## src/rtl/cachePkg.sv

```systemverilog
// Geometry assumes 32-bit words, 4-word lines, a 1024-word window and NumSets from 4 to 64
`default_nettype none

package cachePkg;

  ////////////////////////////////////////
  // Geometry
  ////////////////////////////////////////
  localparam int WordBits        = 32;
  localparam int LineWords       = 4;
  localparam int LineBits        = WordBits * LineWords;  // 128
  localparam int WordOffsetBits  = 2;
  localparam int MemWordAddrBits = 10;                     // 1024 words behind the cache
  localparam int LineAddrBits    = MemWordAddrBits - WordOffsetBits; // 256 lines
  localparam int MaxTagBits      = LineAddrBits - 2;       // Widest tag, at 4 sets
  localparam int CtrlWindowBit   = 15;                     // PADDR bit for the control window
  localparam int MemLatency      = 4;                      // Backing memory cycles per access

  typedef enum logic [1:0] {opNone, opRead, opWrite, opFlush} cacheOp_t;

  typedef enum logic [2:0] {
    sIdle, sLookup, sRespond, sWriteBack, sRefill, sFlushScan, sFlushWrite, sDone
  } ctrlState_t;

  // Per-way command. The controller puts the flush way index in flushWay,
  // the top level turns it into a one-hot bit per way
  typedef struct packed {
    logic                 victimWay;     // This way is the LRU victim
    logic                 flushWay;      // This way is the flush target
    logic                 selVictim;     // Select victim instead of hit
    logic                 flushCache;    // Flush in progress
    logic                 setValid;      // Whole-line refill
    logic                 setDirty;      // Word write
    logic                 clearDirty;
    logic                 invalidateAll;
    logic [LineWords-1:0] wordMask;      // Word enables
  } wayCmd_t;

  typedef struct packed {
    logic                  hit;
    logic                  valid;
    logic                  dirty;        // Only for the victim or flush way
    logic [MaxTagBits-1:0] tag;          // Zero unless this way is selected
  } wayStatus_t;

  typedef struct packed {
    logic                    valid;
    logic                    write;
    logic [LineAddrBits-1:0] lineAddr;
    logic [LineBits-1:0]     data;
  } memReq_t;

  typedef struct packed {
    logic                done;           // One-cycle pulse
    logic [LineBits-1:0] data;
  } memRsp_t;

endpackage

`default_nettype wire

```

## src/rtl/cacheWay.sv

```systemverilog
// One cache way in registers, with reads one cycle after setIndex and writes visible in that read
`timescale 1ns/1ps
`default_nettype none

module cacheWay import cachePkg::*; #(
  parameter int NumSets = 16,
  localparam int IndexBits = $clog2(NumSets),
  localparam int TagBits = LineAddrBits - IndexBits
) (
  input  logic                 clk,
  input  logic                 reset,
  input  logic                 cacheEn,     // Arrays update and read only when set
  input  logic [IndexBits-1:0] setIndex,
  input  logic [TagBits-1:0]   lookupTag,
  input  wayCmd_t              cmd,
  input  logic [LineBits-1:0]  writeLine,
  output logic [LineBits-1:0]  readLine,    // Zero unless this way is selected
  output wayStatus_t           status
);

  logic [TagBits-1:0]                    tagMem [NumSets];
  logic [LineWords-1:0][WordBits-1:0]    dataMem [NumSets];
  logic [NumSets-1:0]                    validBits;
  logic [NumSets-1:0]                    dirtyBits;

  logic [TagBits-1:0]                    readTag;
  logic [LineWords-1:0][WordBits-1:0]    readData;
  logic [LineWords-1:0][WordBits-1:0]    wrWords;
  logic                                  validQ;
  logic                                  dirtyQ;
  logic                                  hit;
  logic                                  selWay;
  logic [LineWords-1:0]                  wordWe;
  logic [TagBits-1:0]                    tagOut;

  ////////////////////////////////////////
  // Way selection and enables
  ////////////////////////////////////////
  assign hit = validQ & (readTag == lookupTag);
  // Flush target wins, then victim, then hit
  assign selWay = cmd.flushCache ? cmd.flushWay : (cmd.selVictim ? cmd.victimWay : hit);

  assign wrWords = writeLine;
  always_comb begin
    for (int w = 0; w < LineWords; w++) begin
      wordWe[w] = selWay & (cmd.setValid | (cmd.setDirty & cmd.wordMask[w]));
    end
  end

  ////////////////////////////////////////
  // Tag and data arrays
  ////////////////////////////////////////
  always_ff @(posedge clk) begin
    if (cacheEn) begin
      if (selWay & cmd.setValid) begin // Refill brings in a new tag
        tagMem[setIndex] <= lookupTag;
        readTag          <= lookupTag;
      end else begin
        readTag <= tagMem[setIndex];
      end
      for (int w = 0; w < LineWords; w++) begin
        if (wordWe[w]) begin
          dataMem[setIndex][w] <= wrWords[w];
          readData[w]          <= wrWords[w]; // Write-first so retry sees new data
        end else begin
          readData[w] <= dataMem[setIndex][w];
        end
      end
    end
  end

  ////////////////////////////////////////
  // Valid and dirty bits
  ////////////////////////////////////////
  always_ff @(posedge clk) begin
    if (reset) begin
      validBits <= '0;
      validQ    <= 1'b0;
    end else if (cacheEn) begin
      if (cmd.invalidateAll) begin
        validBits <= '0;
        validQ    <= 1'b0;
      end else if (selWay & cmd.setValid) begin
        validBits[setIndex] <= 1'b1;
        validQ              <= 1'b1;
      end else begin
        validQ <= validBits[setIndex];
      end
    end
  end

  always_ff @(posedge clk) begin
    if (reset) begin
      dirtyBits <= '0;
      dirtyQ    <= 1'b0;
    end else if (cacheEn) begin
      if (selWay & cmd.setDirty) begin
        dirtyBits[setIndex] <= 1'b1;
        dirtyQ              <= 1'b1;
      end else if (selWay & cmd.clearDirty) begin // Refill or flush writeback
        dirtyBits[setIndex] <= 1'b0;
        dirtyQ              <= 1'b0;
      end else begin
        dirtyQ <= dirtyBits[setIndex];
      end
    end
  end

  // AND half of the AND-OR mux
  assign tagOut   = selWay ? readTag : '0;
  assign readLine = selWay ? readData : '0;

  assign status = '{
    hit:   hit,
    valid: validQ,
    dirty: validQ & dirtyQ & (cmd.flushCache ? cmd.flushWay : cmd.victimWay),
    tag:   MaxTagBits'(tagOut)
  };

endmodule

`default_nettype wire

```

## config.mk

```make
export PLATFORM = sky130hd
export DESIGN_NAME = cacheWay
export DESIGN_NICKNAME = d
export VERILOG_FILES = /design/src/rtl/cachePkg.sv /design/src/rtl/cacheWay.sv
export SDC_FILE = /design/constraint.sdc
export NUM_CORES = 2
export LEC_CHECK = 0
export BUFFER_PORTS_ARGS = -buffer_cell sky130_fd_sc_hd__buf_2
export CAP_MARGIN = 20
export CORE_ASPECT_RATIO = 1.75
export CORE_UTILIZATION = 55
export CTS_CLUSTER_DIAMETER = 100
export DETAILED_ROUTE_END_ITERATION = 6
export PLACE_DENSITY = 0.74
export SLEW_MARGIN = 30
export SYNTH_ARGS = -nofsm -noshare
export SYNTH_HDL_FRONTEND = slang
export SYNTH_SLANG_ARGS = --single-unit
export TNS_END_PERCENT = 20
```

## constraint.sdc

```tcl
create_clock -name clk -period 3.2 [get_ports clk]
set_input_delay 0.32 -clock clk [delete_from_list [all_inputs] [get_ports clk]]
set_output_delay 0.32 -clock clk [all_outputs]
set_load 0.005 [all_outputs]
```

Yosys cells after proc, flatten, opt, wreduce, memory -nomap -nowiden
Memory sizes are Yosys's and may differ from the RTL's. A register that Yosys moved wholly into a read port is not among the register bits.
Index checks and enable logic that the tools add are counted.
{"block": "word_totals", "register_bits": 34, "latch_bits": 0, "ramBits": 2112, "romBits": 0, "output_inout_bits": 137, "wordCells": 70, "mem_count": 2}
{"name": "dataMem", "words": 16, "word_bits": 128, "rd": 1, "rd_ports_with_merged_regs": 1, "wr": 1, "line": "cacheWay.sv:22", "source": "logic [LineWords-1:0][WordBits-1:0] dataMem [NumSets];"}
{"name": "tagMem", "words": 16, "word_bits": 4, "rd": 1, "rd_ports_with_merged_regs": 1, "wr": 1, "line": "cacheWay.sv:21", "source": "logic [TagBits-1:0] tagMem [NumSets];"}
{"block": "classes", "n_addsub": 0, "multipliers": 0, "n_div": 0, "order_cmp": 2, "n_eq_ne": 1, "n_shift": 0, "n_mux": 34, "n_bitwise": 22, "reduce_logical": 5}
{"op": "128-bit 2-to-1 mux", "n": 1}
{"op": "16-bit 2-to-1 mux", "n": 4}
{"op": "16-bit OR", "n": 2}
{"op": "1-bit 2-to-1 mux", "n": 25}
{"op": "16-bit bitwise AND", "n": 1}
{"op": "16-bit NOT", "n": 1}
{"op": "1-bit bitwise AND", "n": 14}
{"op": "1-bit binary-select mux with 4-bit select", "n": 2}
{"op": "4-bit by 5-bit less-than comparator with 1-bit output, second input constant", "n": 1}
{"op": "1-bit demux with 4-bit select", "n": 1}
{"op": "4-bit equality test", "n": 1}
{"op": "4-bit by 1-bit >= comparator with 1-bit output, second input constant", "n": 1}
{"op": "4-bit 2-to-1 mux", "n": 1}
{"op": "1-bit OR", "n": 4}
{"op": "2-bit AND reduction", "n": 2}
{"op": "2-bit nonzero test", "n": 2}
{"op": "1-bit logical AND", "n": 1}

Longest topological paths before layout
{"block": "depth", "word_depth": 8, "ltp_mapped": 8}

Least setup slack after synthesis
Ideal clock, no wire load.
{"block": "synth_timing", "path_type": "register -> register", "startpoint": "register readTag[0], read port of tagMem", "endpoint": "memory dataMem[11][32] in the netlist's numbering, enable pin", "setup_time_ps": 421, "t_arrival_ps": 3089, "required_time_ps": 2779, "setup_slack_ps": -310, "stages_incl_launch_ff": 9, "n_path_buf": 3, "period_less_slack_ps": 3510, "cell_sequence": "edfxtp_1 -> xnor2_1 -> nand3_2 -> o31ai_4 -> nand3_1 -> buf_2 -> buf_2 -> buf_2 -> nor2_1"}
{"block": "synth_between", "elab_chain_len": 8}
{"item": "start: declaration", "line": "cacheWay.sv:26", "source": "logic [TagBits-1:0] readTag;"}
{"item": "4-bit equality test", "line": "cacheWay.sv:39", "source": "assign hit = validQ & (readTag == lookupTag);"}
{"item": "1-bit bitwise AND", "line": "cacheWay.sv:39"}
{"item": "1-bit 2-to-1 mux (2 in series)", "line": "cacheWay.sv:41", "source": "assign selWay = cmd.flushCache ? cmd.flushWay : (cmd.selVictim ? cmd.victimWay : hit);"}
{"item": "1-bit bitwise AND", "line": "cacheWay.sv:46", "source": "wordWe[w] = selWay & (cmd.setValid | (cmd.setDirty & cmd.wordMask[w]));"}
{"item": "1-bit 2-to-1 mux", "line": "cacheWay.sv:62", "source": "if (wordWe[w]) begin"}
{"item": "1-bit 2-to-1 mux", "line": "cacheWay.sv:54", "source": "if (cacheEn) begin"}
{"item": "1-bit 2-to-1 mux (not written as such)", "line": "cacheWay.sv:63", "source": "dataMem[setIndex][w] <= wrWords[w];"}
{"item": "end: declaration", "line": "cacheWay.sv:22"}
Every way passes these cells.

Final worst setup path
{"block": "layout_timing", "startpoint": "register readTag[1], read port of tagMem", "endpoint": "output port readLine[48]"}
{"block": "layout_between", "elab_chain_len": 5}
{"item": "4-bit equality test", "line": "cacheWay.sv:39"}
{"item": "1-bit bitwise AND", "line": "cacheWay.sv:39"}
{"item": "1-bit 2-to-1 mux (2 in series)", "line": "cacheWay.sv:41"}
{"item": "128-bit 2-to-1 mux", "line": "cacheWay.sv:111", "source": "assign readLine = selWay ? readData : '0;"}
{"item": "end: declaration", "line": "cacheWay.sv:17", "source": "output logic [LineBits-1:0] readLine,"}
Every way passes these cells.

==> qor.yml <==
outcome: "finished, violations left"
violations: "design-rule violations"
fp-row-count: 192
synth_area_leaders: "edfxtp_1 (77%), mux4_2 (14%), a22oi_1 (2.3%), mux2_2 (1.7%), and2_1 (0.97%)"
tritoncts: "built"
cts.sinks: 2278
finalSetupViolations: 0
critPathMaxFanout: 40
synthCells: 3947
synth_top_cell_by_area: "edfxtp_1"
met1_usage: 0.3235
drt-wirelength-per-cell_um: 29.76
cp.required_ns: 2.88
finClkSkew_ns: 0.05925
layout-drive-gt1-share: 0.3159
slew_headroom: 0.3673
grt_max_degree: 103
fin_crit_ns: 3.034
nets: 4653
critPathLaunch: "readTag[1]"
top_usage_layer: "met2"
grtUsageTotal: 0.2503
timing.rr.end: "dataMem[8][106]"
period_share: 0.9480
cpPeakStageDelay_ns: 0.42
synth.ff_latch_count: 2278
overflow: 0
critPathLaunchType: "register"
clkTransAtPathRegs_ns: 0.07
post-dp-hpwl_mm: 103.9
p_leak_nw: 32.42
ant_nets: 0
fin_util: 0.6425
maxSlewViolCount: 0
coreArea_um2: 156900
wl_mm: 199.2
rrSetupSlack_ns: 0.54
worst_ir_drop_vdd_mv: 0.5333
clock_latency_ns: 0.82
yosysSeqAreaShare: 0.7811
yosys_warnings: 0
vias_per_cell: 6.369
ioPinCount: 288
hold_depth: 5
dr.pass1.iters: 7
finalPower_mw: 59.36
hold_path_class: "in2reg"
postPlaceCellArea_um2: 93260
crit_arrival_ns: 2.71
gr-usage-met3: 0.03797
fillers: 10040
die_y_um: 528.6
areaGrowthSynthToFinish_pct: 15.65
tightest_slew_ns: 0.9490
drc: 1
grt_pass1_wl_mm: 290.0
r2r-start: "readTag[1]"
antenna_found_initial: 17
synthArstFlopShare: 0
reg2reg_depth: 9
critPathSlowestCell: "edfxtp_1"
p_per_area_nw_per_um2: 589.0
gp_congestion: 0.8009
path_cells: "xnor2_1 > nand2_1 > o31ai_4 > buf_12 > buf_6 > and2_1 > buf_2"
endpoint_kind: "output port"
rsz0062_at_grt: "false"
synth_commonest_cells: "edfxtp_1 (2244), mux4_2 (536), a22oi_1 (268)"
cts_buffers: 194
synth_cell_types: 35
syn_area_per_cell_um2: 22.08
hold_viol_final: 0
seq_area_um2: 68070
clk_path_buf_depth: 4
cts-root-buf: "clkbuf_16"
use_met2: 0.4371
first_global_vias: 44380
synth.top_cell.area_share: 0.7733
die_w_um: 302.9
ctsHtreeMaxLevel: 4
fmax_ghz: 0.3296
cap_violations: 0
multi_input_area_um2: 18630
initialDrtViolationCount: 4021
min_from: "setIndex[2]"
stdcell_area_um2: 100800
initial_core_util: 0.5555
portBuffers: 285
ys.flop_type: "edfxtp_1"
syn_area_um2: 87140
dr_total_vias: 42630
crit_type: "reg2out"
holdPathEnd: "validBits[7]"
die-area_um2: 160100
synth_edf_count: 2244
yosysMostFrequentCell: "edfxtp_1"
[routing by layer]
| layer | wire, um | vias up |
|---|---|---|
| met5 | 75 | - |
| met4 | 5692 | 12 |
| met3 | 14940 | 376 |
| met2 | 105600 | 2073 |
| met1 | 72940 | 22520 |
| li1 | - | 17650 |
[cell families (layout without fill, tap and decap cells)]
group,after synthesis,after routing,share of synthesized area
DFF,2278,2278,0.7811
muxes,668,668,0.1556
and+or+nand+nor,423,423,0.02270
AOI/OAI and AO/OA,337,337,0.02866
buffers and inverters,236,938,0.01153
xor gates and xnor gates,4,4,0.0004020
other,1,8,0.00004303
[per-stage QoR]
step | worst slack [ns] | TNS, ns | hold slack [ns] | std cells
after CTS | 0.06619 | 0 | 0.1011 | 6686
after global routing | 0.01623 | 0 | 0.1538 | 6691
after floorplan | -0.3104 | -506.29 | 0.4189 | 3948
after global placement | 0.3511 | 0 | 0.4459 | 6202
after detailed placement | 0.2319 | 0 | 0.4574 | 6202
final | 0.1665 | 0 | 0.1816 | 6693
[where the power goes]
| part | leakage (nW) | switching [mW] | total [mW] | internal (mW) |
|---|---|---|---|---|
| registers | 20.6 | 0.100 | 33.2 | 33.1 |
| logic | 8.87 | 1.85 | 3.25 | 1.39 |
| clock network | 2.97 | 10.3 | 22.9 | 12.6 |
[layout by cell type, fill, tap and decap left out, drive strengths merged, types with 4 or more instances in the layout]
| cell | synthesis | final |
|---|---|---|
| edfxtp | 2244 | 2244 |
| mux4 | 536 | 536 |
| buf | 92 | 452 |
| a22oi | 268 | 268 |
| clkbuf | 142 | 235 |
| nand2 | 149 | 149 |
| dlygate4sd3 | 0 | 138 |
| and2 | 135 | 135 |
| mux2 | 132 | 132 |
| nor2 | 114 | 114 |
| clkinv | 0 | 79 |
| dfxtp | 34 | 34 |
| a21oi | 33 | 33 |
| bufinv | 0 | 17 |
| a311oi | 16 | 16 |
| nand3 | 10 | 10 |
| inv | 2 | 9 |
| clkinvlp | 0 | 8 |
| diode | 0 | 6 |
| a21o | 6 | 6 |
| nor2b | 5 | 5 |
| xnor2 | 4 | 4 |
| nand2b | 4 | 4 |
| nor3 | 4 | 4 |
[worst max-delay path by stage]
stage | to | slack, ns | cells past startpoint
6_report | readLine[48] | 0.17 | 7
5_1_grt | readLine[4] | 0.02 | 7
4_1_cts | status[3] | 0.07 | 7
3_5_place_dp | tagMem[4][3] | 0.23 | 8
3_3_place_gp | dataMem[2][86] | 0.35 | 9
2_1_floorplan | dataMem[11][32] | -0.31 | 8
[registers in the layout (all words and copies together) (netlist names), named ones only]
register and flops:
dataMem 2048, dirtyQ 1, readData 128, readTag 4
tagMem 64, validBits 16, validQ 1
[critical path: cells and delay by family (launching register included)]
| kind | cells | cell delay [ns] |
|---|---|---|
| flip-flops | 1 | 0.42 |
| AO/OA/AOI/OAI | 1 | 0.32 |
| buffers and inverters | 3 | 0.59 |
| AND/OR/NAND/NOR | 2 | 0.37 |
| XOR/XNOR | 1 | 0.16 |
[cell type report]
class / instances / share of cell area
Tap cell: 2037 / 0.02529
Clock inverter: 111 / 0.01027
Inverter: 2 / 0.00007449
Antenna cell: 6 / 0.0001490
Sequential cell: 2278 / 0.6754
Clock buffer: 233 / 0.05004
Timing Repair Buffer: 592 / 0.05393
Multi-Input combinational cell: 1434 / 0.1849
[timing repair]
item,CTS,global route
pin swaps,1,0
hold endpoints to repair,2146,0
gates resized for setup,1,1
gates cloned,0,1
setup buffers,2,0
hold buffers,138,0
setup endpoints to repair,40,26
(Power assumes the default switching activity.)
