--- src/rtl/cachePkg.sv ---
// Geometry assumes 32-bit words, 4-word lines, a 1024-word window and NumSets from 4 to 64
`default_nettype none

package cachePkg;

  ////////////////////////////////////////
  // Geometry
  ////////////////////////////////////////
  localparam int WordBits        = 32;
  localparam int LineWords       = 4;
  localparam int LineBits        = WordBits * LineWords;  // 128
  localparam int WordOffsetBits  = 2;
  localparam int MemWordAddrBits = 10;                     // 1024 words behind the cache
  localparam int LineAddrBits    = MemWordAddrBits - WordOffsetBits; // 256 lines
  localparam int MaxTagBits      = LineAddrBits - 2;       // Widest tag, at 4 sets
  localparam int CtrlWindowBit   = 15;                     // PADDR bit for the control window
  localparam int MemLatency      = 4;                      // Backing memory cycles per access

  typedef enum logic [1:0] {opNone, opRead, opWrite, opFlush} cacheOp_t;

  typedef enum logic [2:0] {
    sIdle, sLookup, sRespond, sWriteBack, sRefill, sFlushScan, sFlushWrite, sDone
  } ctrlState_t;

  // Per-way command. The controller puts the flush way index in flushWay,
  // the top level turns it into a one-hot bit per way
  typedef struct packed {
    logic                 victimWay;     // This way is the LRU victim
    logic                 flushWay;      // This way is the flush target
    logic                 selVictim;     // Select victim instead of hit
    logic                 flushCache;    // Flush in progress
    logic                 setValid;      // Whole-line refill
    logic                 setDirty;      // Word write
    logic                 clearDirty;
    logic                 invalidateAll;
    logic [LineWords-1:0] wordMask;      // Word enables
  } wayCmd_t;

  typedef struct packed {
    logic                  hit;
    logic                  valid;
    logic                  dirty;        // Only for the victim or flush way
    logic [MaxTagBits-1:0] tag;          // Zero unless this way is selected
  } wayStatus_t;

  typedef struct packed {
    logic                    valid;
    logic                    write;
    logic [LineAddrBits-1:0] lineAddr;
    logic [LineBits-1:0]     data;
  } memReq_t;

  typedef struct packed {
    logic                done;           // One-cycle pulse
    logic [LineBits-1:0] data;
  } memRsp_t;

endpackage

`default_nettype wire

--- src/rtl/cacheCtrl.sv ---
// APB controller for one transfer at a time, where PADDR must stay stable until PREADY
`timescale 1ns/1ps
`default_nettype none

module cacheCtrl import cachePkg::*; #(
  parameter int NumSets = 16,
  localparam int IndexBits = $clog2(NumSets),
  localparam int TagBits = LineAddrBits - IndexBits
) (
  input  logic                 clk,
  input  logic                 reset,
  input  logic                 PSEL,
  input  logic                 PENABLE,
  input  logic                 PWRITE,
  input  logic [15:0]          PADDR,
  input  logic [WordBits-1:0]  PWDATA,
  output logic [WordBits-1:0]  PRDATA,
  output logic                 PREADY,
  output logic                 PSLVERR,
  output wayCmd_t              cmd,
  output logic [IndexBits-1:0] setIndex,
  output logic [TagBits-1:0]   lookupTag,
  output logic [LineBits-1:0]  writeLine,
  output logic                 cacheEn,
  input  logic                 anyHit,
  input  logic [LineBits-1:0]  line,
  input  logic                 victimDirty,
  input  logic [TagBits-1:0]   victimTag,
  output logic                 touch,
  output memReq_t              memReq,
  input  memRsp_t              memRsp
);

  localparam int IndexLsb = WordOffsetBits + 2;
  localparam int TagLsb   = IndexLsb + IndexBits;

  ctrlState_t                state;
  cacheOp_t                  curOp;
  logic [31:0]               hitCount;
  logic [31:0]               missCount;
  logic                      retried;     // Lookup after refill is not counted
  logic [IndexBits-1:0]      flushSet;
  logic                      flushWayIdx;
  logic                      flushRd;     // Arrays hold flushSet data
  logic [WordBits-1:0]       prdataQ;
  logic                      pslverrQ;
  logic                      access;
  logic                      flushing;
  logic [CtrlWindowBit-1:0]  ctrlOfs;
  logic [WordOffsetBits-1:0] wordOfs;

  assign access   = PSEL & PENABLE;
  assign ctrlOfs  = PADDR[CtrlWindowBit-1:0];
  assign wordOfs  = PADDR[IndexLsb-1:2];
  assign flushing = (state == sFlushScan) | (state == sFlushWrite);

  assign setIndex  = flushing ? flushSet : PADDR[TagLsb-1:IndexLsb];
  assign lookupTag = PADDR[MemWordAddrBits+1:TagLsb];
  assign cacheEn   = PSEL | (state != sIdle);
  assign touch     = (state == sLookup) & anyHit;
  assign writeLine = (state == sRefill) ? memRsp.data : {LineWords{PWDATA}};

  assign PREADY  = (state == sRespond);
  assign PRDATA  = prdataQ;
  assign PSLVERR = pslverrQ;

  ////////////////////////////////////////
  // Way command and memory request
  ////////////////////////////////////////
  always_comb begin
    cmd               = '0;
    cmd.victimWay     = 1'b0;                 // Filled in per way by the combiner
    cmd.flushWay      = flushWayIdx;
    cmd.selVictim     = (state == sWriteBack) | (state == sRefill);
    cmd.flushCache    = flushing;
    cmd.setValid      = (state == sRefill) & memRsp.done;
    cmd.setDirty      = (state == sLookup) & anyHit & (curOp == opWrite);
    cmd.clearDirty    = ((state == sRefill) | (state == sFlushWrite)) & memRsp.done;
    cmd.invalidateAll = (state == sDone);
    cmd.wordMask      = LineWords'(1) << wordOfs;
  end

  always_comb begin
    memReq.valid    = (state == sWriteBack) | (state == sRefill) | (state == sFlushWrite);
    memReq.write    = (state == sWriteBack) | (state == sFlushWrite);
    memReq.lineAddr = (state == sRefill) ? {lookupTag, setIndex} : {victimTag, setIndex};
    memReq.data     = line;                   // Victim or flush way line
  end

  ////////////////////////////////////////
  // FSM and counters
  ////////////////////////////////////////
  always_ff @(posedge clk) begin
    if (reset) begin
      state       <= sIdle;
      curOp       <= opNone;
      hitCount    <= '0;
      missCount   <= '0;
      retried     <= 1'b0;
      pslverrQ    <= 1'b0;
      flushSet    <= '0;
      flushWayIdx <= 1'b0;
      flushRd     <= 1'b0;
    end else begin
      case (state)
        sIdle: if (access) begin
          pslverrQ <= 1'b0;
          if (!PADDR[CtrlWindowBit]) begin
            curOp <= PWRITE ? opWrite : opRead;
            state <= sLookup;
          end else begin
            state   <= sRespond;
            prdataQ <= '0;
            if (!PWRITE && ctrlOfs == 0) begin
              prdataQ <= hitCount;
            end else if (!PWRITE && ctrlOfs == 4) begin
              prdataQ <= missCount;
            end else if (PWRITE && ctrlOfs == 8) begin
              if (PWDATA[0]) begin // Writing 0 is accepted and ignored
                curOp       <= opFlush;
                state       <= sFlushScan;
                flushSet    <= '0;
                flushWayIdx <= 1'b0;
                flushRd     <= 1'b0;
              end
            end else begin
              pslverrQ <= 1'b1;
            end
          end
        end
        sLookup: begin
          if (anyHit) begin
            if (!retried) hitCount <= hitCount + 1;
            prdataQ <= (curOp == opWrite) ? '0 : line[wordOfs*WordBits +: WordBits];
            state   <= sRespond;
          end else begin
            if (!retried) missCount <= missCount + 1;
            retried <= 1'b1;
            state   <= victimDirty ? sWriteBack : sRefill;
          end
        end
        sWriteBack: if (memRsp.done) state <= sRefill;
        sRefill:    if (memRsp.done) state <= sLookup;  // Retry now hits
        sRespond: begin
          state   <= sIdle;
          curOp   <= opNone;
          retried <= 1'b0;
        end
        sFlushScan: begin
          if (!flushRd) begin
            flushRd <= 1'b1;                    // Wait for the array read
          end else if (victimDirty) begin
            state <= sFlushWrite;
          end else if (!flushWayIdx) begin
            flushWayIdx <= 1'b1;
          end else if (flushSet == IndexBits'(NumSets - 1)) begin
            state <= sDone;
          end else begin
            flushSet    <= flushSet + 1'b1;
            flushWayIdx <= 1'b0;
            flushRd     <= 1'b0;
          end
        end
        sFlushWrite: if (memRsp.done) state <= sFlushScan; // Rescan sees it clean
        sDone: begin
          prdataQ <= '0;
          state   <= sRespond;
        end
        default: state <= sIdle;
      endcase
    end
  end

endmodule

`default_nettype wire

--- config.mk ---
export PLATFORM = sky130hd
export DESIGN_NAME = cacheCtrl
export DESIGN_NICKNAME = d
export VERILOG_FILES = /design/src/rtl/cachePkg.sv /design/src/rtl/cacheCtrl.sv
export SDC_FILE = /design/constraint.sdc
export NUM_CORES = 1
export LEC_CHECK = 0
export BUFFER_PORTS_ARGS = -buffer_cell sky130_fd_sc_hd__buf_4
export CORE_AREA = 2 2 245 247
export CTS_BUF_LIST = sky130_fd_sc_hd__clkbuf_16
export DETAILED_ROUTE_END_ITERATION = 10
export DIE_AREA = 0 0 247 249
export SLEW_MARGIN = 20
export SYNTH_ARGS = -nofsm -noshare
export SYNTH_HDL_FRONTEND = slang
export SYNTH_SLANG_ARGS = --single-unit
--- constraint.sdc ---
create_clock -name clk -period 4.4 [get_ports clk]
set_input_delay 0.22 -clock clk [delete_from_list [all_inputs] [get_ports clk]]
set_output_delay 0.22 -clock clk [all_outputs]
set_load 0.05 [all_outputs]
# --- Word level (Yosys, flattened, before mapping) ---
# Index checks and enable logic that the tools add are counted.
word_totals:
  in_bits: 316
  reg_bits: 109
op_classes:
  n_bitwise: 14
  n_reduce_logical: 21
  n_shift: 2
  n_eq_ne: 32
  addsub: 3
  n_mux: 65
op_table:
  columns: ["cell", "n"]
  rows:
  - ["two-way mux 32 bit", 6]
  - ["two-way mux 128 bit", 1]
  - ["indexed part select 128 x 8 -> 32 bit", 1]
  - ["one-hot mux 32 bit (3 select lines)", 1]
  - ["adder 32 x 1 -> 32 bit (second input constant)", 2]
  - ["two-way mux 3 bit", 15]
  - ["two-way mux 4 bit", 11]
  - ["inequality test 2 bit (second input constant)", 15]
  - ["one-hot mux 3 bit (8 select lines)", 1]
  - ["two-way mux 1 bit", 17]
  - ["== test 15 x 3 -> 1 bit (second input constant)", 1]
  - ["== test 15 x 4 -> 1 bit (second input constant)", 1]
  - ["logical NOT 15 bit", 1]
  - ["inequality test 3 bit (second input constant)", 5]
  - ["two-way mux 2 bit", 7]
  - ["AND reduction 7 bit", 2]
  - ["== test 3 bit (second input constant)", 4]
  - ["AND reduction 11 bit", 1]
  - ["AND reduction 9 bit", 1]
  - ["two-way mux 8 bit", 1]
  - ["one-hot mux 4 bit (2 select lines)", 1]
  - ["== test 3 x 2 -> 1 bit (second input constant)", 2]
  - ["bitwise OR 1 bit", 6]
  - ["one-hot mux 1 bit (2 select lines)", 3]
  - ["other kinds (18)", 31]

# --- Logic depth before layout (Yosys ltp) ---
depth:
  ltp_word: 8
  ltp_mapped: 8
  mapped_depth_nobuf: 5

# --- Worst setup path after synthesis ---
# No wires, ideal clock.
synth_timing:
  path_type: "register to register"
  startpoint: "reg state[0]"
  endpoint: "reg prdataQ[0], in the netlist PRDATA[0] (enable)"
  period_less_slack_ns: 3.372
  setup_slack_ns: 1.028
  path_buffers: 3
  required_time_ns: 3.968
  stages_incl_launch_ff: 8
  setup_time_ns: 0.432
  t_arrival_ns: 2.940
  cell_sequence: "dfxtp_1 > clkbuf_1 > clkbuf_1 > clkbuf_1 > nand2_1 > o21ai_0 > nand2_1 > a21oi_1"
synth_via:
  elab_chain_len: 3
synth_lines:
  columns: ["element", "line_no", "text"]
  rows:
  - ["from (decl)", "cacheCtrl.sv:37", "ctrlState_t state;"]
  - ["from (signal assigned)", "cacheCtrl.sv:95", "state <= sIdle;"]
  - ["from (signal assigned)", "cacheCtrl.sv:110", "state <= sLookup;"]
  - ["from (signal assigned)", "cacheCtrl.sv:112", "state <= sRespond;"]
  - ["== test 3 x 1 -> 1 bit (tied with other cells)", "cacheCtrl.sv:105", "case (state)"]
  - ["inequality test 2 bit (no source line) or nonzero test 3 bit (tied branches)", null, null]
  - ["AND reduction 5 bit (no source line) *", null, null]
  - ["to (signal assigned)", "cacheCtrl.sv:115", "prdataQ <= hitCount;"]
  - ["to (signal assigned)", "cacheCtrl.sv:117", "prdataQ <= missCount;"]
  - ["to (signal assigned)", "cacheCtrl.sv:134", "prdataQ <= (curOp == opWrite) ? '0 : line[wordOfs*WordBits +: WordBits];"]
  - ["to (decl)", "cacheCtrl.sv:45", "logic [WordBits-1:0] prdataQ;"]
# Every way passes the cells marked *; elsewhere a longest branch is shown, timed or not.
# A chain may end at the register's enable or synchronous reset.

# --- Final worst setup path ---
layout_timing:
  startpoint: "reg state[0]"
  endpoint: "out writeLine[52]"
layout_via:
  elab_chain_len: 2
layout_lines:
  columns: ["element", "line_no", "text"]
  rows:
  - ["== test 3 bit", "cacheCtrl.sv:61", "assign writeLine = (state == sRefill) ? memRsp.data : {LineWords{PWDATA}};"]
  - ["two-way mux 128 bit", "cacheCtrl.sv:61", null]
  - ["to (decl)", "cacheCtrl.sv:23", "output logic [LineBits-1:0] writeLine,"]
# No other way between the ends.

==> run summary <==
Most common cell after layout, fill and taps aside - buf_4
CTS HTree Levels - 3
Worst clock skew - 10.8 ps
Clock share of power - 15.0%
Synth Flop Type - dfxtp_1
Sw Pwr - 3.07 mW
Leak - 6.30 nW
Worst-Skew Late Latency - 360 ps
Syn_area_per_cell - 8.76 um2
Via/cell ratio - 4.38
Fin. Hold Viols - 0
Die Ht - 249 um
Vias - 9828
Min cycle time layout - 3140 ps
Tot Pwr - 5.68 mW
Fillers - 6445
Ys async rst share - 0%
Critical path class - register to primary output
Io pins - 638
Post-Syn Instances - 1021
DRT antenna net count - 0
Peak VDD IR - 236 uV
Worst-path clk slew - 80 ps
Reg2Reg Depth - 4
Number of global-route vias before repair - 9713
Worst Path Required - 4180 ps
Pwr dens - 412 nW/um2
Worst-case hold path end point - curOp[1]
Post-Syn Area - 8940 um2
Max Slew Vio Count - 0
Yosys top cell by area - dfxtp_1
Cts bufs inserted - 9
# nets final - 1785
Clk root buf - clkbuf_16
Number of distinct library cells after synthesis - 57
RR Startpoint - state[1]
Hold_sp - PADDR[15]
CTS tree - done
Core ar. - 58700 um2
Arr. time, crit path - 2920 ps
Final hold slack - 258 ps
GPL Wtd Cong - 0.914
Worst rel slew slack - 33.3%
WHS Path Cells - 3
Hold WC Path Type - primary input to register
CP max FO - 65
CP endpoint kind - primary output
DRC - 0
Sequential-to-total area share from yosys stat - 28.0%
FF+latch count, synth - 109
HPWL Detailed - 41600 um
Final period util - 71.5%
GRT Residual Overflow - 0
Run status - complete, no violations
Layout area overhead - 54.1%
RSZ-0062 raised after global routing - false
Switching part of the total - 54.0%
Die width - 247 um
Postcts setup bufs - 0
DRT Pass-1 Iters - 5
Sequential power share - 20.6%
Initial antenna violation count - 7
CTS Hold Bufs - 0
Synthesis Warnings - 0
Post-cts sizing count - 0
Max_cap viols - 0
Area of the die - 61500 um2
Most frequent cells in the layout - 649 x buf_4, 131 x a21o_1, 77 x dfxtp_1
Worst setup SP type - register
Final Cell Area - 13800 um2
Post-synth EDFFs - 32
Max frequency - 0.318 GHz
Logic pwr share - 64.4%
Synth top area cells - dfxtp_1 17%, buf_4 12%, a21o_1 11%
Largest net degree at the start of global routing - 93
Clock Path Buffers - 2
Synth top area share - 17.2%
Actual slew at the worst max-slew pin - 997 ps
Syn Nets - 1340
PortBufs - 636
Placement row count - 89
TNS Setup - 0 ps
Clock sink total - 109
Post-DP Area - 13500 um2
Routed WL - 49000 um
Layout cells sized above 1 - 49.2%
GR Util All Layers - 15.1%
1st-iter DRT viols - 684
Cell Int Power - 2.62 mW
Final setup fails - 0
Initial Utilization - 15.2%
Setup slack, reg-to-reg - 1430 ps
Average wire per standard cell - 21.8 um
Worst R2R End - hitCount[15]
First-pass GRT wire length - 68100 um
[Yosys cell counts, types with 3 or more instances]
library cell / n
nand4_1: 22
and3_1: 7
buf_1: 16
nor3b_1: 4
nor2_1: 31
nor4_1: 8
or3_1: 13
nand3_1: 60
mux2_2: 10
ha_1: 3
a21oi_1: 50
nor4b_1: 3
or4_1: 32
dfxtp_1: 77
a31oi_1: 3
nor2b_1: 37
buf_4: 139
and4_1: 9
mux2i_1: 35
nand2_1: 28
xor2_1: 10
buf_2: 3
o311ai_0: 5
or2_2: 5
o41ai_1: 7
o21ai_0: 54
and2_1: 5
inv_1: 17
o31ai_1: 28
mux4_2: 32
nand2b_1: 6
a21o_1: 131
nor3_1: 7
edfxtp_1: 32
xnor2_1: 9
clkbuf_1: 56
[cells by family (layout without fill, tap and decap cells)]
kind of cell               Yosys count  count (layout)  share of synthesized area (%)
other                                1               2                         0.0419
xor gates and xnor gates            19              19                           1.86
AOI/OAI and AO/OA                  293             293                           22.0
and+or+nand+nor                    286             286                           18.6
DFF                                109             109                           28.0
adders and majority gates            3               3                          0.420
muxes                               77              77                           13.2
buffers and inverters              233             683                           15.8
[worst max-delay path by stage]
stage	start	endpoint	slack, ps	depth (start not counted)
finish	state[0]	writeLine[52]	1260	6
global route	state[1]	writeLine[84]	1180	5
CTS	state[1]	writeLine[52]	1250	5
detailed placement	state[1]	PRDATA[19]	1410	5
global placement	state[1]	PRDATA[18]	1540	5
floorplan	state[0]	PRDATA[0]	1030	7
[worst max-delay path: stages, from the launching register on]
cell,delay (ps)
dfxtp_1,530
nand2b_1,460
nor2_4,140
buf_4,370
nor2b_1,660
a21o_1,180
buf_4,210
[layout make-up]
cell class	count	area, um2	share of cell area (%)
clock buffer	9	225	1.63
inverter	17	63.8	0.463
clock inverter	7	77.6	0.563
tap	773	967	7.02
antenna	1	2.50	0.0182
timing repair buffer	650	4890	35.5
multi-input combinational	679	5050	36.6
sequential	109	2500	18.2
[metal layers]
layer  wire (um)  global-route usage [%]  up-vias
li1            -                       -     4567
met1       18100                    16.4     4776
met2       26400                    28.9      433
met3        2790                    2.90       52
met4        1770                    4.48        0
met5           0                       0        -
[per-stage QoR]
step / setup slack [ps] / std cells / utilization, %
floorplan: 1030 / 1021 / -
global placement: 1540 / 2228 / 23.0
detailed placement: 1410 / 2228 / 23.0
CTS: 1250 / 2244 / 23.5
global route: 1180 / 2245 / 23.5
finish: 1260 / 2245 / 23.5
[registers in the layout (all words and copies together), names as in the netlist]
name / cells
flushRd: 1
PSLVERR: 1
missCount: 32
state: 3
hitCount: 32
flushWayIdx: 1
curOp: 2
PRDATA: 32
retried: 1
flushSet: 4
[power by group through the flow]
stage | clock, mW | sequential (mW) | combinational (mW)
floorplan | 0 | 1.27 | 2.32
global placement | 0 | 1.19 | 3.67
detailed placement | 0 | 1.20 | 3.68
CTS | 0.882 | 1.17 | 3.70
global route | 0.912 | 1.18 | 3.78
finish | 0.850 | 1.17 | 3.66
Power figures use the tool's default switching activity.
