===== config.mk =====
export PLATFORM = sky130hd
export DESIGN_NAME = wayCombine
export DESIGN_NICKNAME = d
export VERILOG_FILES = /design/src/rtl/cachePkg.sv /design/src/rtl/wayCombine.sv
export SDC_FILE = /design/constraint.sdc
export NUM_CORES = 1
export LEC_CHECK = 0
export ABC_AREA = 1
export BUFFER_PORTS_ARGS = -buffer_cell sky130_fd_sc_hd__clkbuf_2
export CAP_MARGIN = 40
export CORE_AREA = 2 2 162 164
export DETAILED_ROUTE_END_ITERATION = 16
export DIE_AREA = 0 0 164 166
export GPL_ROUTABILITY_DRIVEN = 0
export MAX_ROUTING_LAYER = met4
export PLACE_DENSITY = 0.4
export SLEW_MARGIN = 0
export SYNTH_ARGS = -nofsm -noshare
export SYNTH_HDL_FRONTEND = slang
export SYNTH_SLANG_ARGS = --single-unit

===== constraint.sdc =====
create_clock -name clk -period 1.4 [get_ports clk]
set_input_delay 0.21 -clock clk [delete_from_list [all_inputs] [get_ports clk]]
set_output_delay 0.21 -clock clk [all_outputs]
set_load 0.02 [all_outputs]

===== src/rtl/cachePkg.sv =====
// Geometry assumes 32-bit words, 4-word lines, a 1024-word window and NumSets from 4 to 64
`default_nettype none

package cachePkg;

  ////////////////////////////////////////
  // Geometry
  ////////////////////////////////////////
  localparam int WordBits        = 32;
  localparam int LineWords       = 4;
  localparam int LineBits        = WordBits * LineWords;  // 128
  localparam int WordOffsetBits  = 2;
  localparam int MemWordAddrBits = 10;                     // 1024 words behind the cache
  localparam int LineAddrBits    = MemWordAddrBits - WordOffsetBits; // 256 lines
  localparam int MaxTagBits      = LineAddrBits - 2;       // Widest tag, at 4 sets
  localparam int CtrlWindowBit   = 15;                     // PADDR bit for the control window
  localparam int MemLatency      = 4;                      // Backing memory cycles per access

  typedef enum logic [1:0] {opNone, opRead, opWrite, opFlush} cacheOp_t;

  typedef enum logic [2:0] {
    sIdle, sLookup, sRespond, sWriteBack, sRefill, sFlushScan, sFlushWrite, sDone
  } ctrlState_t;

  // Per-way command. The controller puts the flush way index in flushWay,
  // the top level turns it into a one-hot bit per way
  typedef struct packed {
    logic                 victimWay;     // This way is the LRU victim
    logic                 flushWay;      // This way is the flush target
    logic                 selVictim;     // Select victim instead of hit
    logic                 flushCache;    // Flush in progress
    logic                 setValid;      // Whole-line refill
    logic                 setDirty;      // Word write
    logic                 clearDirty;
    logic                 invalidateAll;
    logic [LineWords-1:0] wordMask;      // Word enables
  } wayCmd_t;

  typedef struct packed {
    logic                  hit;
    logic                  valid;
    logic                  dirty;        // Only for the victim or flush way
    logic [MaxTagBits-1:0] tag;          // Zero unless this way is selected
  } wayStatus_t;

  typedef struct packed {
    logic                    valid;
    logic                    write;
    logic [LineAddrBits-1:0] lineAddr;
    logic [LineBits-1:0]     data;
  } memReq_t;

  typedef struct packed {
    logic                done;           // One-cycle pulse
    logic [LineBits-1:0] data;
  } memRsp_t;

endpackage

`default_nettype wire


===== src/rtl/wayCombine.sv =====
// Two-way combiner and LRU store, which picks an invalid way first and otherwise the LRU way
`timescale 1ns/1ps
`default_nettype none

module wayCombine import cachePkg::*; #(
  parameter int NumSets = 16,
  localparam int IndexBits = $clog2(NumSets),
  localparam int TagBits = LineAddrBits - IndexBits
) (
  input  logic                 clk,
  input  logic                 reset,
  input  logic [IndexBits-1:0] setIndex,
  input  wayStatus_t           statusA,
  input  wayStatus_t           statusB,
  input  logic [LineBits-1:0]  lineA,
  input  logic [LineBits-1:0]  lineB,
  input  logic                 touch,       // Hit used this set
  output logic                 anyHit,
  output logic [LineBits-1:0]  line,
  output logic                 victimDirty,
  output logic [TagBits-1:0]   victimTag,
  output logic [1:0]           victimSel    // Bit 0 is way A
);

  logic [NumSets-1:0]    lruBits;           // Set means way B is least recent
  logic [MaxTagBits-1:0] tagOr;

  // OR half of the AND-OR mux, ways already masked
  assign anyHit      = statusA.hit | statusB.hit;
  assign line        = lineA | lineB;
  assign victimDirty = statusA.dirty | statusB.dirty;
  assign tagOr       = statusA.tag | statusB.tag;
  assign victimTag   = tagOr[TagBits-1:0];

  always_comb begin
    if (!statusA.valid) begin
      victimSel = 2'b01;
    end else if (!statusB.valid) begin
      victimSel = 2'b10;
    end else begin
      victimSel = lruBits[setIndex] ? 2'b10 : 2'b01;
    end
  end

  // Point LRU at the way not just used
  always_ff @(posedge clk) begin
    if (reset) begin
      lruBits <= '0;
    end else if (touch) begin
      lruBits[setIndex] <= statusA.hit;
    end
  end

endmodule

`default_nettype wire


### Word level (Yosys, flattened, before mapping)

Index checks and enable logic that the tools add are counted.

| storage, ports and cells | value |
|---|---|
| flip-flop bits (word level) | 16 |
| word-level logic and storage cells | 16 |
| output and inout port bits | 136 |

| cells by class | value |
|---|---|
| bitwise gates (word level) | 4 |
| mux-type cells | 8 |
| $lt $le $gt $ge | 2 |
| reduce and logical (&&, ||, !) cells | 1 |

Operators by type and width:

| cell | count |
|---|---|
| $or A128 B128 Y128 | 1 |
| $bwmux W16 | 1 |
| $mux W2 | 3 |
| $lt A4 B5 Y1 const B | 1 |
| $bmux W1 S4 | 1 |
| $demux W1 S4 | 1 |
| $ge A4 B1 Y1 const B | 1 |
| $or A4 B4 Y4 | 1 |
| $mux W1 | 2 |
| $or A1 B1 Y1 | 2 |
| $logic_and A1 B1 Y1 | 1 |

### Depth between registers and ports, before layout

Gate-level depths: netlist of run 1.

| logic depth | value |
|---|---|
| depth in word-level cells | 5 |
| mapped depth | 9 |

### Least setup slack after synthesis of run 1

No wires, ideal clock.

| timing path | value |
|---|---|
| kind | input to output |
| start | input setIndex[1] |
| end | output victimSel[0] |
| required time | 1190 ps |
| cell stages on the path | 7 |
| data arrival time | 1029 ps |
| slack | 161 ps |
| path through | buf_2 -> inv_4 -> nand3_1 -> nand4_1 -> nand2_1 -> nand2_1 -> o21ai_1 |

| on the way | value |
|---|---|
| cells in the longest elaborated chain, start to end | 5 |

RTL lines:

| what | RTL line | text |
|---|---|---|
| start: declaration | wayCombine.sv:12 | `input logic [IndexBits-1:0] setIndex,` |
| $bmux W1 S4 | wayCombine.sv:41 | `victimSel = lruBits[setIndex] ? 2'b10 : 2'b01;` |
| $mux W1 (not written as such) | wayCombine.sv:41 |  |
| $mux W2 | wayCombine.sv:41 |  |
| $mux W2 | wayCombine.sv:38 | `end else if (!statusB.valid) begin` |
| $mux W2 | wayCombine.sv:36 | `if (!statusA.valid) begin` |
| end: declaration | wayCombine.sv:22 | `output logic [1:0] victimSel` |

Every way passes these cells. The select of a mux whose other input is x is not followed.

### Final worst setup path of run 1

| timing path | value |
|---|---|
| start | register lruBits[10] |
| end | output victimSel[0] |

| on the way | value |
|---|---|
| cells in the longest elaborated chain, start to end | 5 |

RTL lines:

| what | RTL line | text |
|---|---|---|
| start: declaration | wayCombine.sv:25 | `logic [NumSets-1:0] lruBits;` |
| start signal: indexed assignment | wayCombine.sv:50 | `lruBits[setIndex] <= statusA.hit;` |
| $bmux W1 S4 | wayCombine.sv:41 |  |
| $mux W1 (not written as such) | wayCombine.sv:41 |  |
| $mux W2 | wayCombine.sv:41 |  |
| $mux W2 | wayCombine.sv:38 |  |
| $mux W2 | wayCombine.sv:36 |  |

Every way passes these cells. The select of a mux whose other input is x is not followed.

==> impl_metrics.env, run 1 <==
export IMPL_synth_ff_type="dfxtp_1"
export IMPL_grt_max_degree=17
export IMPL_fmax_mhz=707
export IMPL_grt_pass1_vias=3103
export IMPL_synth_edf_count=0
export IMPL_critPathCaptureType="primary output"
export IMPL_wl_um=13200
export IMPL_power_leakage_nw=2.44
export IMPL_clkTransAtPathRegs_ns=0.05
export IMPL_finalInstanceArea_um2=4370
export IMPL_hp_class="input pin to flip-flop"
export IMPL_grt_ovfl_total=0
export IMPL_crit_arrival_ns=1.20
export IMPL_netlist_instances=269
export IMPL_synthToLayoutAreaGrowth_pct=151
export IMPL_clockBufferDepth=2
export IMPL_max_slew_worst_pin_slew_ns=0.414
export IMPL_h_tree_depth=1
export IMPL_max_cap_violations=0
export IMPL_final_common_cell="clkbuf_2"
export IMPL_seq_area_frac_synth_pct=18.4
export IMPL_vias=3290
export IMPL_rows=59
export IMPL_yosysTopAreaCell="or2_2"
export IMPL_min_period_ns=1.41
export IMPL_ys_ff_latch=16
export IMPL_crit_slowest_cell="dfxtp_2"
export IMPL_cp_top_family="simple AND/OR/NAND/NOR gates"
export IMPL_setup_tns_ns=-0.0275
export IMPL_fin_cells=1024
export IMPL_largestRegisters="lruBits: 16 flops"
export IMPL_async_reset_ff_share_pct=0
export IMPL_grt_pass1_wl_um=17900
export IMPL_violations="negative setup slack"
export IMPL_core_um2=25600
export IMPL_syn_area_per_cell_um2=6.47
export IMPL_drt_initial_drc_count=163
export IMPL_ios=417
export IMPL_top_register="lruBits"
export IMPL_largest_reg_flops=16
export IMPL_synth_cell_types=28
export IMPL_synth_area_top_cells="or2_2, dfxtp_1, nand2_1"
export IMPL_cts_tree="yes"
export IMPL_nNetsFinal=971
export IMPL_final_layout_size_suffix_gt1_share_pct=84.7
export IMPL_final_cell_mix="clkbuf_2, or2_2, nand2_1"
export IMPL_clockRootBuffer="clkbuf_16"
export IMPL_peakVddDrop_mv=0.405
export IMPL_worstSetupPathType="flip-flop to primary output"
export IMPL_grt_use_total_pct=8.92
export IMPL_rsz0062_at_grt="true"
export IMPL_worstSetupStartpointType="flip-flop"
export IMPL_status="finished, violations left"
export IMPL_clock_latency_ns=0.24
export IMPL_cts_made_buffers=3
export IMPL_n_fill_cell=3004
export IMPL_antenna_found_initial=1
export IMPL_cp_buffers_inverters=1
export IMPL_cp_common_cell="nand2_1"
export IMPL_dpl_cell_area_um2=4260
export IMPL_multi_input_comb_area_um2=1350
export IMPL_wl_per_cell_um=12.9
export IMPL_start_util_pct=6.79
export IMPL_seq_area_um2=324
export IMPL_fin_crit_sh_pct=101
export IMPL_hold_viol=0
export IMPL_die_area_um2=27200
export IMPL_dp_cells=1020
export IMPL_routed_via_density=3.21
export IMPL_route_detailed_drc=0
export IMPL_layout_setup_ws_ns=-0.0145
export IMPL_worstPathCellList="nand2_2 -> nand2_1 -> nand2_1 -> nand2_1 -> nand2_2 -> nand3_2 -> o21ai_1 -> buf_4"
export IMPL_synth_top_area_share_pct=48.2
export IMPL_post_dp_hpwl_um=12200
export IMPL_die_height_um=166
export IMPL_ant_nets=0
export IMPL_drv_slew=0
export IMPL_netlist_area_um2=1740
export IMPL_worstPathRequired_ns=1.19
export IMPL_critPathMaxStageDelay_ns=0.32
export IMPL_syn_nets=550
export IMPL_relSlewSlack_pct=72.1
export IMPL_cp_max_fo=2
export IMPL_ys_warn_count=0
export IMPL_fp_dieW_um=164
export IMPL_port_buffers=412
export IMPL_clock_sinks=16
export IMPL_power_density_nw_per_um2=504
export IMPL_finClkSkew_ns=0
export IMPL_dr_pass1_iters=4
export IMPL_setup_viol=2
[worst reg2reg max path, delay by kind of cell (launching register included)]
family | cells | cell delay, ns
AO/OA/AOI/OAI | 1 | 0.19
buffers and inverters | 1 | 0.04
flip-flops | 1 | 0.32
[power by group]
part / switching (W) / total, W / leakage, nW / internal, W
logic: 0.000621 / 0.00119 / 2.27 / 0.000565
clock network: 0.000175 / 0.000549 / 0.0370 / 0.000375
registers: 0.00000338 / 0.000466 / 0.131 / 0.000463
[kinds of logic (layout without fill, tap and decap cells)]
family / after synthesis / count (layout) / synth area share [%]
AND/OR/NAND/NOR: 210 / 210 / 68.8
AO/OA/AOI/OAI: 26 / 26 / 8.06
buffers and inverters: 17 / 436 / 4.75
flip-flops: 16 / 16 / 18.4
other: 0 / 1 / 0
[path summary, 6_finish.rpt]
| check | startpoint | endpoint | slack, ns | cells after the start |
|---|---|---|---|---|
| worst min register to register | lruBits[11] | lruBits[11] | 0.46 | 2 |
| worst max-delay path | lruBits[10] | victimSel[0] | -0.01 | 8 |
| worst min-delay path | statusA[8] | lruBits[0] | 0.35 | 3 |
| worst max register to register | lruBits[12] | lruBits[12] | 0.77 | 2 |
[cells in the mapped netlist, types with 2 or more instances]
| library cell | n |
|---|---|
| nor2_2 | 3 |
| clkbuf_1 | 2 |
| a21oi_1 | 15 |
| inv_1 | 3 |
| inv_2 | 4 |
| buf_2 | 2 |
| nand2_4 | 2 |
| o21ai_1 | 5 |
| nand2_1 | 42 |
| nand3_1 | 22 |
| o21ai_0 | 4 |
| or2_2 | 134 |
| dfxtp_1 | 16 |
[per-layer routing]
layer	vias up	track usage [%]	routed length (um)
li1	1693	-	-
met1	1415	10.2	5330
met2	176	16.8	6680
met3	6	1.37	1060
met4	0	0.801	110
met5	-	-	0
[final cells by class]
type                       count  share of cell area (%)
antenna                        1                  0.0573
clock buffer                   3                    1.72
inverter                      11                    1.20
multi-input combinational    236                    30.8
sequential                    16                    7.42
tap                          335                    9.59
timing repair buffer         422                    49.2
[per-stage QoR]
stage          util [%]  total power [W]  worst slack, ns  hold slack, ns
5_1_grt            17.1          0.00233           -0.105           0.380
3_5_place_dp       16.6          0.00167         -0.00844           0.460
2_1_floorplan         -          0.00101            0.161           0.384
3_3_place_gp       16.6          0.00166          -0.0222           0.459
6_report           17.1          0.00220          -0.0145           0.353
4_1_cts            17.0          0.00224          -0.0462           0.366
[timing repair]
item                                   CTS  global route
gates resized for setup                  7             7
pin swaps                                1             0
hold buffers                             0             0
setup buffers                            0             0
gates cloned                             0             0
setup endpoints to repair                2             2
endpoints found under the hold margin    0             0
Note: power is estimated with default switching activity, not from simulation.
==> run 2: changes to the inputs <==
--- a/config.mk
+++ b/config.mk
@@ -18,3 +18,4 @@
 export SYNTH_ARGS = -nofsm -noshare
 export SYNTH_HDL_FRONTEND = slang
 export SYNTH_SLANG_ARGS = --single-unit
+export TNS_END_PERCENT = 50
==> run 2 against run 1 <==
Against the previous run: the run still ends with negative setup slack left; die area stayed put; core utilization stayed put; power hardly changed; count of clock-buffer cells in the layout stayed put; worst hold slack hardly changed; sequential share of layout area stayed put; non-clock buffer count stayed put; global-route usage stayed put; via count stayed put; sequential power hardly changed; flip-flop and latch count stayed put; register-to-register slack hardly changed; critical path type unchanged.
==> impl_metrics.env, run 2 (synthesis gave the netlist of run 1 again) <==
export IMPL_fp_dieW_um=164
export IMPL_ios=417
export IMPL_routed_via_density=3.21
export IMPL_hp_class="input pin to flip-flop"
export IMPL_post_cts_repair_setup_buffers=0
export IMPL_port_buffers=412
export IMPL_drv_slew=0
export IMPL_final_layout_size_suffix_gt1_share_pct=84.7
export IMPL_clock_sinks=16
export IMPL_wl_met2_um=6680
export IMPL_finClkSkew_ns=0
export IMPL_worstSetupStartpointType="flip-flop"
export IMPL_wl_met1_um=5330
export IMPL_p_sw_w=0.000799
export IMPL_power_leakage_nw=2.44
export IMPL_grt_pass1_wl_um=17900
export IMPL_hold_slack_ns=0.353
export IMPL_ctsResizeCount=8
export IMPL_seqPwrFrac_pct=21.2
export IMPL_violations="negative setup slack"
export IMPL_clkTransAtPathRegs_ns=0.05
export IMPL_rows=59
export IMPL_cts_made_buffers=3
export IMPL_grt_max_degree=17
export IMPL_switching_share_pct=36.3
export IMPL_worstSetupPathType="flip-flop to primary output"
export IMPL_layout_setup_ws_ns=-0.0138
export IMPL_synthToLayoutAreaGrowth_pct=151
export IMPL_final_cell_mix="clkbuf_2, or2_2, nand2_1"
export IMPL_route_detailed_drc=0
export IMPL_cts_tree="yes"
export IMPL_antenna_found_initial=1
export IMPL_highest_layer="met4"
export IMPL_fin_crit_sh_pct=101
export IMPL_die_area_um2=27200
export IMPL_nNetsFinal=971
export IMPL_max_cap_violations=0
export IMPL_hold_viol=0
export IMPL_setup_viol=2
export IMPL_top_register="lruBits"
export IMPL_dr_pass1_iters=4
export IMPL_clockBufferDepth=2
export IMPL_routed_wl_met3_um=1060
export IMPL_cts_hold_buf=0
export IMPL_reg2regPathDepth=2
export IMPL_hold_path_depth=3
export IMPL_drt_initial_drc_count=163
export IMPL_grt_ovfl_total=0
export IMPL_status="finished, violations left"
export IMPL_critPathCaptureType="primary output"
export IMPL_power_density_nw_per_um2=504
export IMPL_post_dp_hpwl_um=12200
export IMPL_relSlewSlack_pct=72.1
export IMPL_intPower_w=0.00140
export IMPL_peakVddDrop_mv=0.405
export IMPL_grt_pass1_vias=3103
export IMPL_n_fill_cell=3004
export IMPL_rsz0062_at_grt="true"
export IMPL_power_frac_comb_pct=53.9
export IMPL_wl_um=13200
export IMPL_max_slew_worst_pin_slew_ns=0.414
export IMPL_h_tree_depth=1
export IMPL_vias=3290
export IMPL_ant_nets=0
export IMPL_min_period_ns=1.41
export IMPL_crit_arrival_ns=1.20
export IMPL_die_height_um=166
export IMPL_fmax_mhz=707
export IMPL_largest_reg_flops=16
export IMPL_final_common_cell="clkbuf_2"
export IMPL_cp_max_fo=2
export IMPL_clockRootBuffer="clkbuf_16"
export IMPL_grt_use_total_pct=8.92
export IMPL_pre_cts_slack_ns=-0.00844
export IMPL_clock_latency_ns=0.24
export IMPL_largestRegisters="lruBits: 16 flops"
export IMPL_worstPathRequired_ns=1.19
export IMPL_start_util_pct=6.79
export IMPL_core_um2=25600
export IMPL_wl_per_cell_um=12.9
export IMPL_clkPwrFrac_pct=25.0
-- run 2: cell counts in the layout (fill, tap and decap cells not counted) --
Identical to the previous run, type by type.
-- run 2: power by group through the flow --
stage | registers [W] | clock network, W | logic (W)
2_1_floorplan | 0.000474 | 0 | 0.000533
3_3_place_gp | 0.000475 | 0 | 0.00119
3_5_place_dp | 0.000475 | 0 | 0.00119
4_1_cts | 0.000466 | 0.000567 | 0.00120
5_1_grt | 0.000466 | 0.000580 | 0.00128
6_report | 0.000466 | 0.000549 | 0.00119
-- run 2: area by class of cell --
class                   count  area (um2)  share of cell area [%]
diodes                      1        2.50                  0.0573
clock buffers               3        75.1                    1.72
inverters                  11        52.6                    1.20
multi-input cells         236        1350                    30.8
flip-flops and latches     16         324                    7.42
well taps                 335         419                    9.59
repair buffers            422        2150                    49.2
-- run 2: layer usage --
metal / global-route usage [%] / up-vias
li1: - / 1693
met1: 10.2 / 1415
met2: 16.8 / 176
met3: 1.37 / 6
met4: 0.801 / 0
met5: - / -
-- run 2: stage by stage --
stage	cell area (um2)	utilization, %	TNS (ns)	std cells	total power [W]
floorplan	1740	-	0	269	0.00101
global placement	4260	16.6	-0.0409	1020	0.00166
detailed placement	4260	16.6	-0.0162	1020	0.00167
CTS	4360	17.0	-0.0657	1023	0.00224
global route	4370	17.1	-0.187	1024	0.00233
finish	4370	17.1	-0.0153	1024	0.00220
-- run 2: worst paths after layout --
| check | from | endpoint | slack (ns) |
|---|---|---|---|
| min | statusA[8] | lruBits[0] | 0.35 |
| min reg2reg | lruBits[11] | lruBits[11] | 0.46 |
| max | lruBits[11] | victimSel[1] | -0.01 |
| max reg2reg | lruBits[12] | lruBits[12] | 0.77 |
-- run 2: critical path, stage by stage, from the launching register on --
cell	delay [ns]
dfxtp_1	0.32
nand2_1	0.05
nand2_1	0.06
nand2_1	0.05
nand2_1	0.08
nand2_2	0.06
nand3_2	0.08
nor2_2	0.04
nor2_2	0.08
clkbuf_8	0.15
